===== config.mk =====
export PLATFORM = sky130hd
export DESIGN_NAME = screenManager
export DESIGN_NICKNAME = d
export VERILOG_FILES = /design/src/hw/visPkg.sv /design/src/hw/layerIf.sv /design/src/hw/bandFilter.sv /design/src/hw/bandBank.sv /design/src/hw/levelBar.sv /design/src/hw/barField.sv /design/src/hw/layerMixer.sv /design/src/hw/screenManager.sv
export SDC_FILE = /design/constraint.sdc
export NUM_CORES = 2
export LEC_CHECK = 0
export BUFFER_PORTS_ARGS = -buffer_cell sky130_fd_sc_hd__clkbuf_2
export CAP_MARGIN = 15
export CELL_PAD_IN_SITES_DETAIL_PLACEMENT = 1
export CELL_PAD_IN_SITES_GLOBAL_PLACEMENT = 2
export CORE_ASPECT_RATIO = 1.1
export CORE_MARGIN = 2
export CORE_UTILIZATION = 36
export CTS_CLUSTER_DIAMETER = 200
export DETAILED_ROUTE_END_ITERATION = 8
export GPL_TIMING_DRIVEN = 0
export HOLD_SLACK_MARGIN = 0.02
export PLACE_DENSITY = 0.8
export RECOVER_POWER = 50
export SETUP_SLACK_MARGIN = 0.05
export SYNTH_ARGS = -nofsm -noshare
export SYNTH_HDL_FRONTEND = slang
export SYNTH_SLANG_ARGS = --single-unit

===== constraint.sdc =====
create_clock -name clk -period 11.17 [get_ports clk]
set_input_delay 0.5585 -clock clk [delete_from_list [all_inputs] [get_ports clk]]
set_output_delay 0.5585 -clock clk [all_outputs]
set_load 0.02 [all_outputs]

===== src/hw/visPkg.sv =====
package visPkg;

	// audio sample, band output and monitor output
	typedef logic signed [15:0] sampleT;
	// band power, always non-negative
	typedef logic [15:0] powerT;
	// scan coordinates
	typedef logic [9:0] pixXT;
	typedef logic [8:0] pixYT;
	// one colour channel
	typedef logic [7:0] colorT;

	localparam int NUM_BANDS = 4;
	localparam int BAR_SEGS = 4;
	// layer index is band * BAR_SEGS + segment
	localparam int NUM_LAYERS = NUM_BANDS * BAR_SEGS;

	// filter state precision
	localparam int ACC_W = 20;
	// leak of the power meter
	localparam int POW_SHIFT = 3;

	// bar geometry in pixels
	localparam int BAR_X0 = 40;
	localparam int BAR_PITCH = 120;
	localparam int BAR_W = 80;
	// segment 0 sits at the bottom of the bar
	localparam int SEG_Y0 = 40;
	localparam int SEG_PITCH = 100;
	localparam int SEG_H = 80;

	// power needed to light each segment, bottom to top
	localparam powerT SEG_THRESH [BAR_SEGS] = '{16'd64, 16'd512, 16'd2048, 16'd8192};

	// green, yellow-green, orange, red
	localparam colorT SEG_RED [BAR_SEGS] = '{8'd0, 8'd160, 8'd255, 8'd255};
	localparam colorT SEG_GREEN [BAR_SEGS] = '{8'd255, 8'd255, 8'd140, 8'd0};
	localparam colorT SEG_BLUE [BAR_SEGS] = '{8'd0, 8'd0, 8'd0, 8'd0};

endpackage


===== src/hw/layerIf.sv =====
`timescale 1ns/1ps

// per-layer hit flags and colours, bar field to mixer
interface layerIf;

	// one flag per segment of every bar
	logic [visPkg::NUM_LAYERS-1:0] lit;
	visPkg::colorT red [visPkg::NUM_LAYERS];
	visPkg::colorT green [visPkg::NUM_LAYERS];
	visPkg::colorT blue [visPkg::NUM_LAYERS];

	// bar field side
	modport src (output lit, red, green, blue);
	// mixer side
	modport dst (input lit, red, green, blue);

endinterface


===== src/hw/bandFilter.sv =====
`timescale 1ns/1ps

module bandFilter #(
	parameter int bandIdx = 0
) (
	input logic clk,
	input logic rst,
	input logic audStrobe,
	input visPkg::sampleT audIn,
	output visPkg::sampleT band,
	output visPkg::powerT power
);

	// two one-pole low-pass states
	logic signed [visPkg::ACC_W-1:0] fastQ;
	logic signed [visPkg::ACC_W-1:0] slowQ;
	logic signed [visPkg::ACC_W-1:0] sampleExt;
	logic signed [visPkg::ACC_W-1:0] fastDiff;
	logic signed [visPkg::ACC_W-1:0] slowDiff;
	logic signed [visPkg::ACC_W-1:0] fastNext;
	logic signed [visPkg::ACC_W-1:0] slowNext;
	logic signed [visPkg::ACC_W-1:0] bandWide;
	visPkg::sampleT bandSat;
	// magnitude needs one more bit for -32768
	logic [16:0] bandMag;
	logic signed [17:0] powDiff;
	logic signed [17:0] powNext;

	// sign extend sample into filter precision
	assign sampleExt = {{(visPkg::ACC_W - 16){audIn[15]}}, audIn};

	// higher bands get slower corners on both poles
	assign fastDiff = sampleExt - fastQ;
	assign slowDiff = sampleExt - slowQ;
	assign fastNext = fastQ + (fastDiff >>> (1 + bandIdx));
	assign slowNext = slowQ + (slowDiff >>> (3 + bandIdx));

	// band pass as difference of the two low passes
	assign bandWide = fastNext - slowNext;

	always_comb begin
		if (bandWide > 32767) begin
			bandSat = 16'sh7fff;
		end else if (bandWide < -32768) begin
			bandSat = 16'sh8000;
		end else begin
			bandSat = bandWide[15:0];
		end
	end

	// rectify
	assign bandMag = bandSat[15] ? 17'(-{bandSat[15], bandSat}) : {1'b0, bandSat};

	// leaky meter follows the magnitude
	assign powDiff = $signed({1'b0, bandMag}) - $signed({2'b00, power});
	assign powNext = $signed({2'b00, power}) + (powDiff >>> visPkg::POW_SHIFT);

	always_ff @(posedge clk) begin
		if (rst) begin
			fastQ <= '0;
			slowQ <= '0;
			band <= '0;
			power <= '0;
		end else if (audStrobe) begin
			fastQ <= fastNext;
			slowQ <= slowNext;
			band <= bandSat;
			power <= powNext[15:0];
		end
	end

	// leak step is floored, so power stays below the magnitude ceiling
	assert property (@(posedge clk) disable iff (rst) power <= 16'd32767);

endmodule


===== src/hw/bandBank.sv =====
`timescale 1ns/1ps

module bandBank (
	input logic clk,
	input logic rst,
	input logic audStrobe,
	input visPkg::sampleT audIn,
	input logic [visPkg::NUM_BANDS-1:0] bandEn,
	output visPkg::sampleT audOut,
	output visPkg::powerT power [visPkg::NUM_BANDS]
);

	visPkg::sampleT bandOut [visPkg::NUM_BANDS];
	// headroom for the full sum
	logic signed [17:0] sumWide;

	// one filter per band, corner set by index
	for (genvar b = 0; b < visPkg::NUM_BANDS; b++) begin : genBand
		bandFilter #(
			.bandIdx(b)
		) uFilter (
			.clk(clk),
			.rst(rst),
			.audStrobe(audStrobe),
			.audIn(audIn),
			.band(bandOut[b]),
			.power(power[b])
		);
	end

	// each band scaled by a quarter before mixing
	always_comb begin
		sumWide = '0;
		for (int b = 0; b < visPkg::NUM_BANDS; b++) begin
			if (bandEn[b]) begin
				sumWide = sumWide + 18'(bandOut[b] >>> 2);
			end
		end
	end

	always_ff @(posedge clk) begin
		if (rst) begin
			audOut <= '0;
		end else begin
			audOut <= sumWide[15:0];
		end
	end

	// muted bank gives silence on the next cycle
	assert property (@(posedge clk) disable iff (rst) ($past(bandEn) == '0) |-> (audOut == '0));

endmodule


===== src/hw/levelBar.sv =====
`timescale 1ns/1ps

module levelBar #(
	parameter int barIdx = 0
) (
	input logic clk,
	input logic rst,
	input visPkg::pixXT pixX,
	input visPkg::pixYT pixY,
	input visPkg::powerT power,
	output logic [visPkg::BAR_SEGS-1:0] lit,
	output visPkg::colorT red [visPkg::BAR_SEGS],
	output visPkg::colorT green [visPkg::BAR_SEGS],
	output visPkg::colorT blue [visPkg::BAR_SEGS]
);

	logic inX;
	logic [visPkg::BAR_SEGS-1:0] inY;
	logic [visPkg::BAR_SEGS-1:0] segOn;

	// same column span for every segment of this bar
	assign inX = (pixX >= visPkg::BAR_X0 + barIdx * visPkg::BAR_PITCH)
		&& (pixX < visPkg::BAR_X0 + barIdx * visPkg::BAR_PITCH + visPkg::BAR_W);

	always_comb begin
		for (int s = 0; s < visPkg::BAR_SEGS; s++) begin
			// segment 0 is the lowest row
			inY[s] = (pixY >= visPkg::SEG_Y0 + (visPkg::BAR_SEGS - 1 - s) * visPkg::SEG_PITCH)
				&& (pixY < visPkg::SEG_Y0 + (visPkg::BAR_SEGS - 1 - s) * visPkg::SEG_PITCH
				+ visPkg::SEG_H);
			// hit and loud enough
			segOn[s] = inX && inY[s] && (power >= visPkg::SEG_THRESH[s]);
		end
	end

	always_ff @(posedge clk) begin
		if (rst) begin
			lit <= '0;
		end else begin
			lit <= segOn;
		end
	end

	// colour payload, black when the segment is dark
	always_ff @(posedge clk) begin
		for (int s = 0; s < visPkg::BAR_SEGS; s++) begin
			red[s] <= segOn[s] ? visPkg::SEG_RED[s] : '0;
			green[s] <= segOn[s] ? visPkg::SEG_GREEN[s] : '0;
			blue[s] <= segOn[s] ? visPkg::SEG_BLUE[s] : '0;
		end
	end

endmodule


===== src/hw/barField.sv =====
`timescale 1ns/1ps

module barField (
	input logic clk,
	input logic rst,
	input visPkg::pixXT pixX,
	input visPkg::pixYT pixY,
	input visPkg::powerT power [visPkg::NUM_BANDS],
	layerIf.src layers
);

	// one bar per band, left to right
	for (genvar b = 0; b < visPkg::NUM_BANDS; b++) begin : genBar
		logic [visPkg::BAR_SEGS-1:0] barLit;
		visPkg::colorT barRed [visPkg::BAR_SEGS];
		visPkg::colorT barGreen [visPkg::BAR_SEGS];
		visPkg::colorT barBlue [visPkg::BAR_SEGS];

		levelBar #(
			.barIdx(b)
		) uBar (
			.clk(clk),
			.rst(rst),
			.pixX(pixX),
			.pixY(pixY),
			.power(power[b]),
			.lit(barLit),
			.red(barRed),
			.green(barGreen),
			.blue(barBlue)
		);

		// band-major layer numbering
		for (genvar s = 0; s < visPkg::BAR_SEGS; s++) begin : genSeg
			assign layers.lit[b * visPkg::BAR_SEGS + s] = barLit[s];
			assign layers.red[b * visPkg::BAR_SEGS + s] = barRed[s];
			assign layers.green[b * visPkg::BAR_SEGS + s] = barGreen[s];
			assign layers.blue[b * visPkg::BAR_SEGS + s] = barBlue[s];
		end
	end

endmodule


===== src/hw/layerMixer.sv =====
`timescale 1ns/1ps

module layerMixer (
	input logic clk,
	input logic rst,
	layerIf.dst layers,
	output visPkg::colorT red,
	output visPkg::colorT green,
	output visPkg::colorT blue
);

	logic anyLit;
	logic [$clog2(visPkg::NUM_LAYERS)-1:0] topIdx;

	// priority encode, later index overrides
	always_comb begin
		anyLit = 1'b0;
		topIdx = '0;
		for (int i = 0; i < visPkg::NUM_LAYERS; i++) begin
			if (layers.lit[i]) begin
				anyLit = 1'b1;
				topIdx = i[$clog2(visPkg::NUM_LAYERS)-1:0];
			end
		end
	end

	always_ff @(posedge clk) begin
		if (rst) begin
			red <= '0;
			green <= '0;
			blue <= '0;
		end else if (anyLit) begin
			red <= layers.red[topIdx];
			green <= layers.green[topIdx];
			blue <= layers.blue[topIdx];
		end else begin
			// background
			red <= '0;
			green <= '0;
			blue <= '0;
		end
	end

	// segment rectangles are disjoint across every bar
	assert property (@(posedge clk) disable iff (rst) $onehot0(layers.lit));

endmodule


===== src/hw/screenManager.sv =====
`timescale 1ns/1ps

module screenManager (
	input logic clk,
	input logic rst,
	input logic audStrobe,
	input visPkg::sampleT audIn,
	input logic [visPkg::NUM_BANDS-1:0] bandEn,
	input visPkg::pixXT pixX,
	input visPkg::pixYT pixY,
	output visPkg::sampleT audOut,
	output visPkg::colorT red,
	output visPkg::colorT green,
	output visPkg::colorT blue
);

	// band powers, audio side to video side
	visPkg::powerT power [visPkg::NUM_BANDS];

	// segment bundle
	layerIf layerBus ();

	// filters, meters and monitor mix
	bandBank uBank (
		.clk(clk),
		.rst(rst),
		.audStrobe(audStrobe),
		.audIn(audIn),
		.bandEn(bandEn),
		.audOut(audOut),
		.power(power)
	);

	// level bars against the scan position
	barField uField (
		.clk(clk),
		.rst(rst),
		.pixX(pixX),
		.pixY(pixY),
		.power(power),
		.layers(layerBus.src)
	);

	layerMixer uMixer (
		.clk(clk),
		.rst(rst),
		.layers(layerBus.dst),
		.red(red),
		.green(green),
		.blue(blue)
	);

endmodule


==> results.yml <==
cts:
  cts_buffer_depth: 3
  clock_sink_count: 332
  cts.clk_slew.worst_paths_ns: 0.06
  clkLatencyLatePin_ns: 0.65
  cts_tree: "done"
  cts_buffers: 47
  cts.htree.levels: 2
  cts_hold_buf: 0
  cts-root-buf: "clkbuf_16"
floorplanning:
  num_rows: 124
  die_w_um: 312.5
  die-area_um2: 107300
  initial_core_util: 0.3630
  io_pins: 82
  core-area_um2: 103800
  die_h_um: 343.3
critical_path:
  worstPathArrival_ns: 11.47
  startpoint: "uBank.genBand[3].uFilter.slowQ[1]$_SDFFE_PP0P_"
  rr_worst_depth: 57
  cpPeakStageDelay_ns: 0.48
  rr_endpoint: "uBank.genBand[3].uFilter.power[15]$_SDFFE_PP0P_"
  cpLargestDelayFamily: "compound AO/OA/AOI/OAI gates"
  crit_path_start_kind: "register"
  r2r_start: "uBank.genBand[3].uFilter.slowQ[1]$_SDFFE_PP0P_"
  crit_top_cell: "a21o_1"
  critPathKind: "reg -> reg"
  crit_slowest_cell: "fa_1"
  cp_max_fo: 6
  setup.worst_path.end: "uBank.genBand[3].uFilter.power[15]$_SDFFE_PP0P_"
  worst-r2r-setup-slack_ns: 0.16
  critical_path_buf_inv_count: 7
  cp_data_required_time_ns: 11.63
  crit_cells: 57
  cp-end-kind: "register"
layout:
  syn_to_final_growth_pct: 21.48
  final_layout_size_suffix_gt1_frac: 0.1706
  layout.nets: 5849
  utilization: 0.4410
  fin_area_um2: 45780
timing:
  grt_setup_unrepaired: "true"
  timing.final.crit_share: 0.9857
  finalSetupViolCount: 0
  relSlewSlack: 0.1456
  clock.fmax_mhz: 90.83
  tightest_slew_ns: 1.282
  tns_ns: 0
  finalHoldViolations: 0
  fin_crit_ns: 11.01
  maxSlewViolCount: 0
  final.setup_skew_ns: 0.03466
grt:
  grt_pass1_wl_mm: 217.3
  overflow: 0
  grt_pass1_vias: 37380
  grt_usage: 0.2575
  antenna_found_initial: 10
  grt_max_degree: 21
detailed_routing:
  wire_per_inst_um: 21.71
  via_per_inst: 5.550
  dr.pass1.iters: 5
  drc: 0
  vias: 37050
  antenna_left: 0
  drt_iter0_markers: 2028
  drt_wl_total_mm: 144.9
yosys:
  synth_top_cell_by_area: "ha_1"
  yosysTopAreaCellShare: 0.1783
  ys_seq_area_frac: 0.1764
  syn_inst: 4889
  netlist_area_um2: 37680
  synth_cell_types: 106
  synth_edf_count: 0
  synth_area_leaders: "ha_1, dfxtp_1, xnor2_1, a21oi_1, nor2_1"
  yosysWarnings: 0
  synth_ff_type: "dfxtp_1"
  ys_seq_elements: 332
  syn_area_per_cell_um2: 7.707
  async_flop_share: 0
run:
  drv_cap: 0
place:
  dpl.hpwl_mm: 110.3
  place_congestion: 0.8787
  portBuffers: 65
  place_area_um2: 39970
outcome:
  status: "finished, final reports clean"
min_path:
  min_path_type: "in -> reg"
## cell usage in the layout, fill, tap and decap left out, types with 18 or more instances in the layout
| cell | netlist | final |
|---|---|---|
| and3_1 | 41 | 39 |
| nor2b_1 | 76 | 67 |
| buf_1 | 26 | 22 |
| o21bai_1 | 125 | 116 |
| xnor2_2 | 0 | 31 |
| nor3_1 | 131 | 122 |
| a211oi_1 | 95 | 83 |
| and2_1 | 74 | 63 |
| nor4_1 | 25 | 21 |
| o21ai_2 | 3 | 28 |
| xnor2_1 | 326 | 293 |
| o21a_1 | 83 | 81 |
| o21ai_1 | 11 | 32 |
| nand4_1 | 39 | 39 |
| ha_4 | 0 | 33 |
| ha_1 | 537 | 487 |
| nand2b_1 | 55 | 53 |
| mux2_2 | 20 | 19 |
| a21oi_2 | 1 | 111 |
| a31oi_1 | 30 | 25 |
| clkbuf_16 | 0 | 47 |
| mux2i_1 | 157 | 157 |
| buf_4 | 20 | 253 |
| a21o_1 | 127 | 127 |
| clkbuf_2 | 0 | 32 |
| a22oi_1 | 20 | 18 |
| o22ai_1 | 24 | 23 |
| xor2_1 | 118 | 100 |
| o21ai_0 | 204 | 155 |
| dfxtp_1 | 332 | 316 |
| nor2_1 | 584 | 550 |
| nand2_1 | 215 | 209 |
| clkbuf_1 | 98 | 125 |
| inv_1 | 415 | 398 |
| nand3_1 | 71 | 68 |
| nor2_2 | 0 | 29 |
| a21oi_1 | 458 | 341 |
## synth_stat cells, types with 20 or more instances
cell type and count:
a31oi_1 30, xor2_1 118, nor2_1 584, a21o_1 127, mux2_2 20, nor4_1 25, clkbuf_1 98, nor2b_1 76
nand3_1 71, xnor2_1 326, buf_4 20, buf_1 26, and2_1 74, a211oi_1 95, nand2_1 215, o21bai_1 125
a21oi_1 458, ha_1 537, o21a_1 83, nand4_1 39, a21boi_0 22, o22ai_1 24, inv_1 415, nor3_1 131
o21ai_0 204, fa_1 20, mux2i_1 157, a22oi_1 20, nand2b_1 55, and3_1 41, dfxtp_1 332
## logic make-up (layout without fill, tap and decap cells)
| group | after synthesis | in the layout | share of synthesized area |
|---|---|---|---|
| XOR/XNOR | 451 | 451 | 0.1073 |
| other | 1 | 11 | 0.00009952 |
| flip-flops | 332 | 332 | 0.1764 |
| AO/OA/AOI/OAI | 1405 | 1405 | 0.2439 |
| adder cells (fa/ha/maj) | 564 | 564 | 0.1909 |
| buffers and inverters | 560 | 951 | 0.05781 |
| AND/OR/NAND/NOR | 1398 | 1398 | 0.1756 |
| multiplexers | 178 | 178 | 0.04798 |
## per-layer routing
layer  part of all wire  track usage
met1               0.46       0.3401
met2               0.48       0.4502
met3              0.036      0.02743
met4              0.025      0.05709
met5           0.000083            0
## repair_timing
item / CTS / global route
pin swaps: 99 / 273
gates cloned: 0 / 0
endpoints found under the setup margin: 41 / 26
setup buffers: 75 / 159
gates resized for setup: 264 / 350
## worst min path at each step
stage | to | cells after the start | from | slack (ns)
floorplan | uBank.genBand[0].uFilter.band[2]$_SDFFE_PP0P_ | 2 | uBank.genBand[0].uFilter.band[2]$_SDFFE_PP0P_ | 0.44
global route | uField.genBar[3].uBar.green[22]$_DFF_P_ | 3 | pixX[7] | 0.43
finish | uField.genBar[3].uBar.red[6]$_DFF_P_ | 3 | pixX[7] | 0.41
CTS | uField.genBar[3].uBar.red[6]$_DFF_P_ | 3 | pixX[7] | 0.37
global placement | uBank.genBand[0].uFilter.band[2]$_SDFFE_PP0P_ | 2 | uBank.genBand[0].uFilter.band[2]$_SDFFE_PP0P_ | 0.45
detailed placement | uBank.genBand[0].uFilter.band[4]$_SDFFE_PP0P_ | 2 | uBank.genBand[0].uFilter.band[4]$_SDFFE_PP0P_ | 0.46
## state kept, by name, summed over array words and instances, names as in the netlist
| name | flops |
|---|---|
| uBank.audOut | 16 |
| uBank.genBand.uFilter.band | 56 |
| uBank.genBand.uFilter.fastQ | 80 |
| uBank.genBand.uFilter.power | 64 |
| uBank.genBand.uFilter.slowQ | 80 |
| uField.genBar.uBar.green | 8 |
| uField.genBar.uBar.lit | 16 |
| uField.genBar.uBar.red | 8 |
| uMixer.green | 2 |
| uMixer.red | 2 |
## area by class of cell
| type | count | area [um^2] |
|---|---|---|
| Multi-Input combinational cell | 4004 | 31320 |
| Sequential cell | 332 | 6679 |
| Fill cell | 12560 | 58020 |
| Antenna cell | 3 | 7.507 |
| Buffer | 139 | 673.1 |
| Inverter | 415 | 1558 |
| Clock buffer | 67 | 1321 |
| Tap cell | 1386 | 1734 |
| Timing Repair Buffer | 311 | 2247 |
| Clock inverter | 19 | 232.7 |
## worst register-to-register path, delay by kind of cell (launching register included)
kind / cells / cell delay, ns
AOI/OAI and AO/OA: 28 / 5.03
DFF: 1 / 0.33
xor gates and xnor gates: 4 / 0.63
adders and majority gates: 8 / 2.46
and+or+nand+nor: 10 / 1.54
buffers and inverters: 7 / 0.84
## through the flow
step	hold WS [ns]	cells	setup WS, ns
after global placement	0.4486	6347	-2.381
final	0.4122	6676	0.1603
after floorplan	0.4365	4896	0.07118
after detailed placement	0.4619	6358	-2.501
after global routing	0.4297	6674	-0.3638
after CTS	0.3713	6516	0.05377
Power is not shown: default switching activity piles up to over one toggle a cycle in this logic, so the estimate is an artifact.
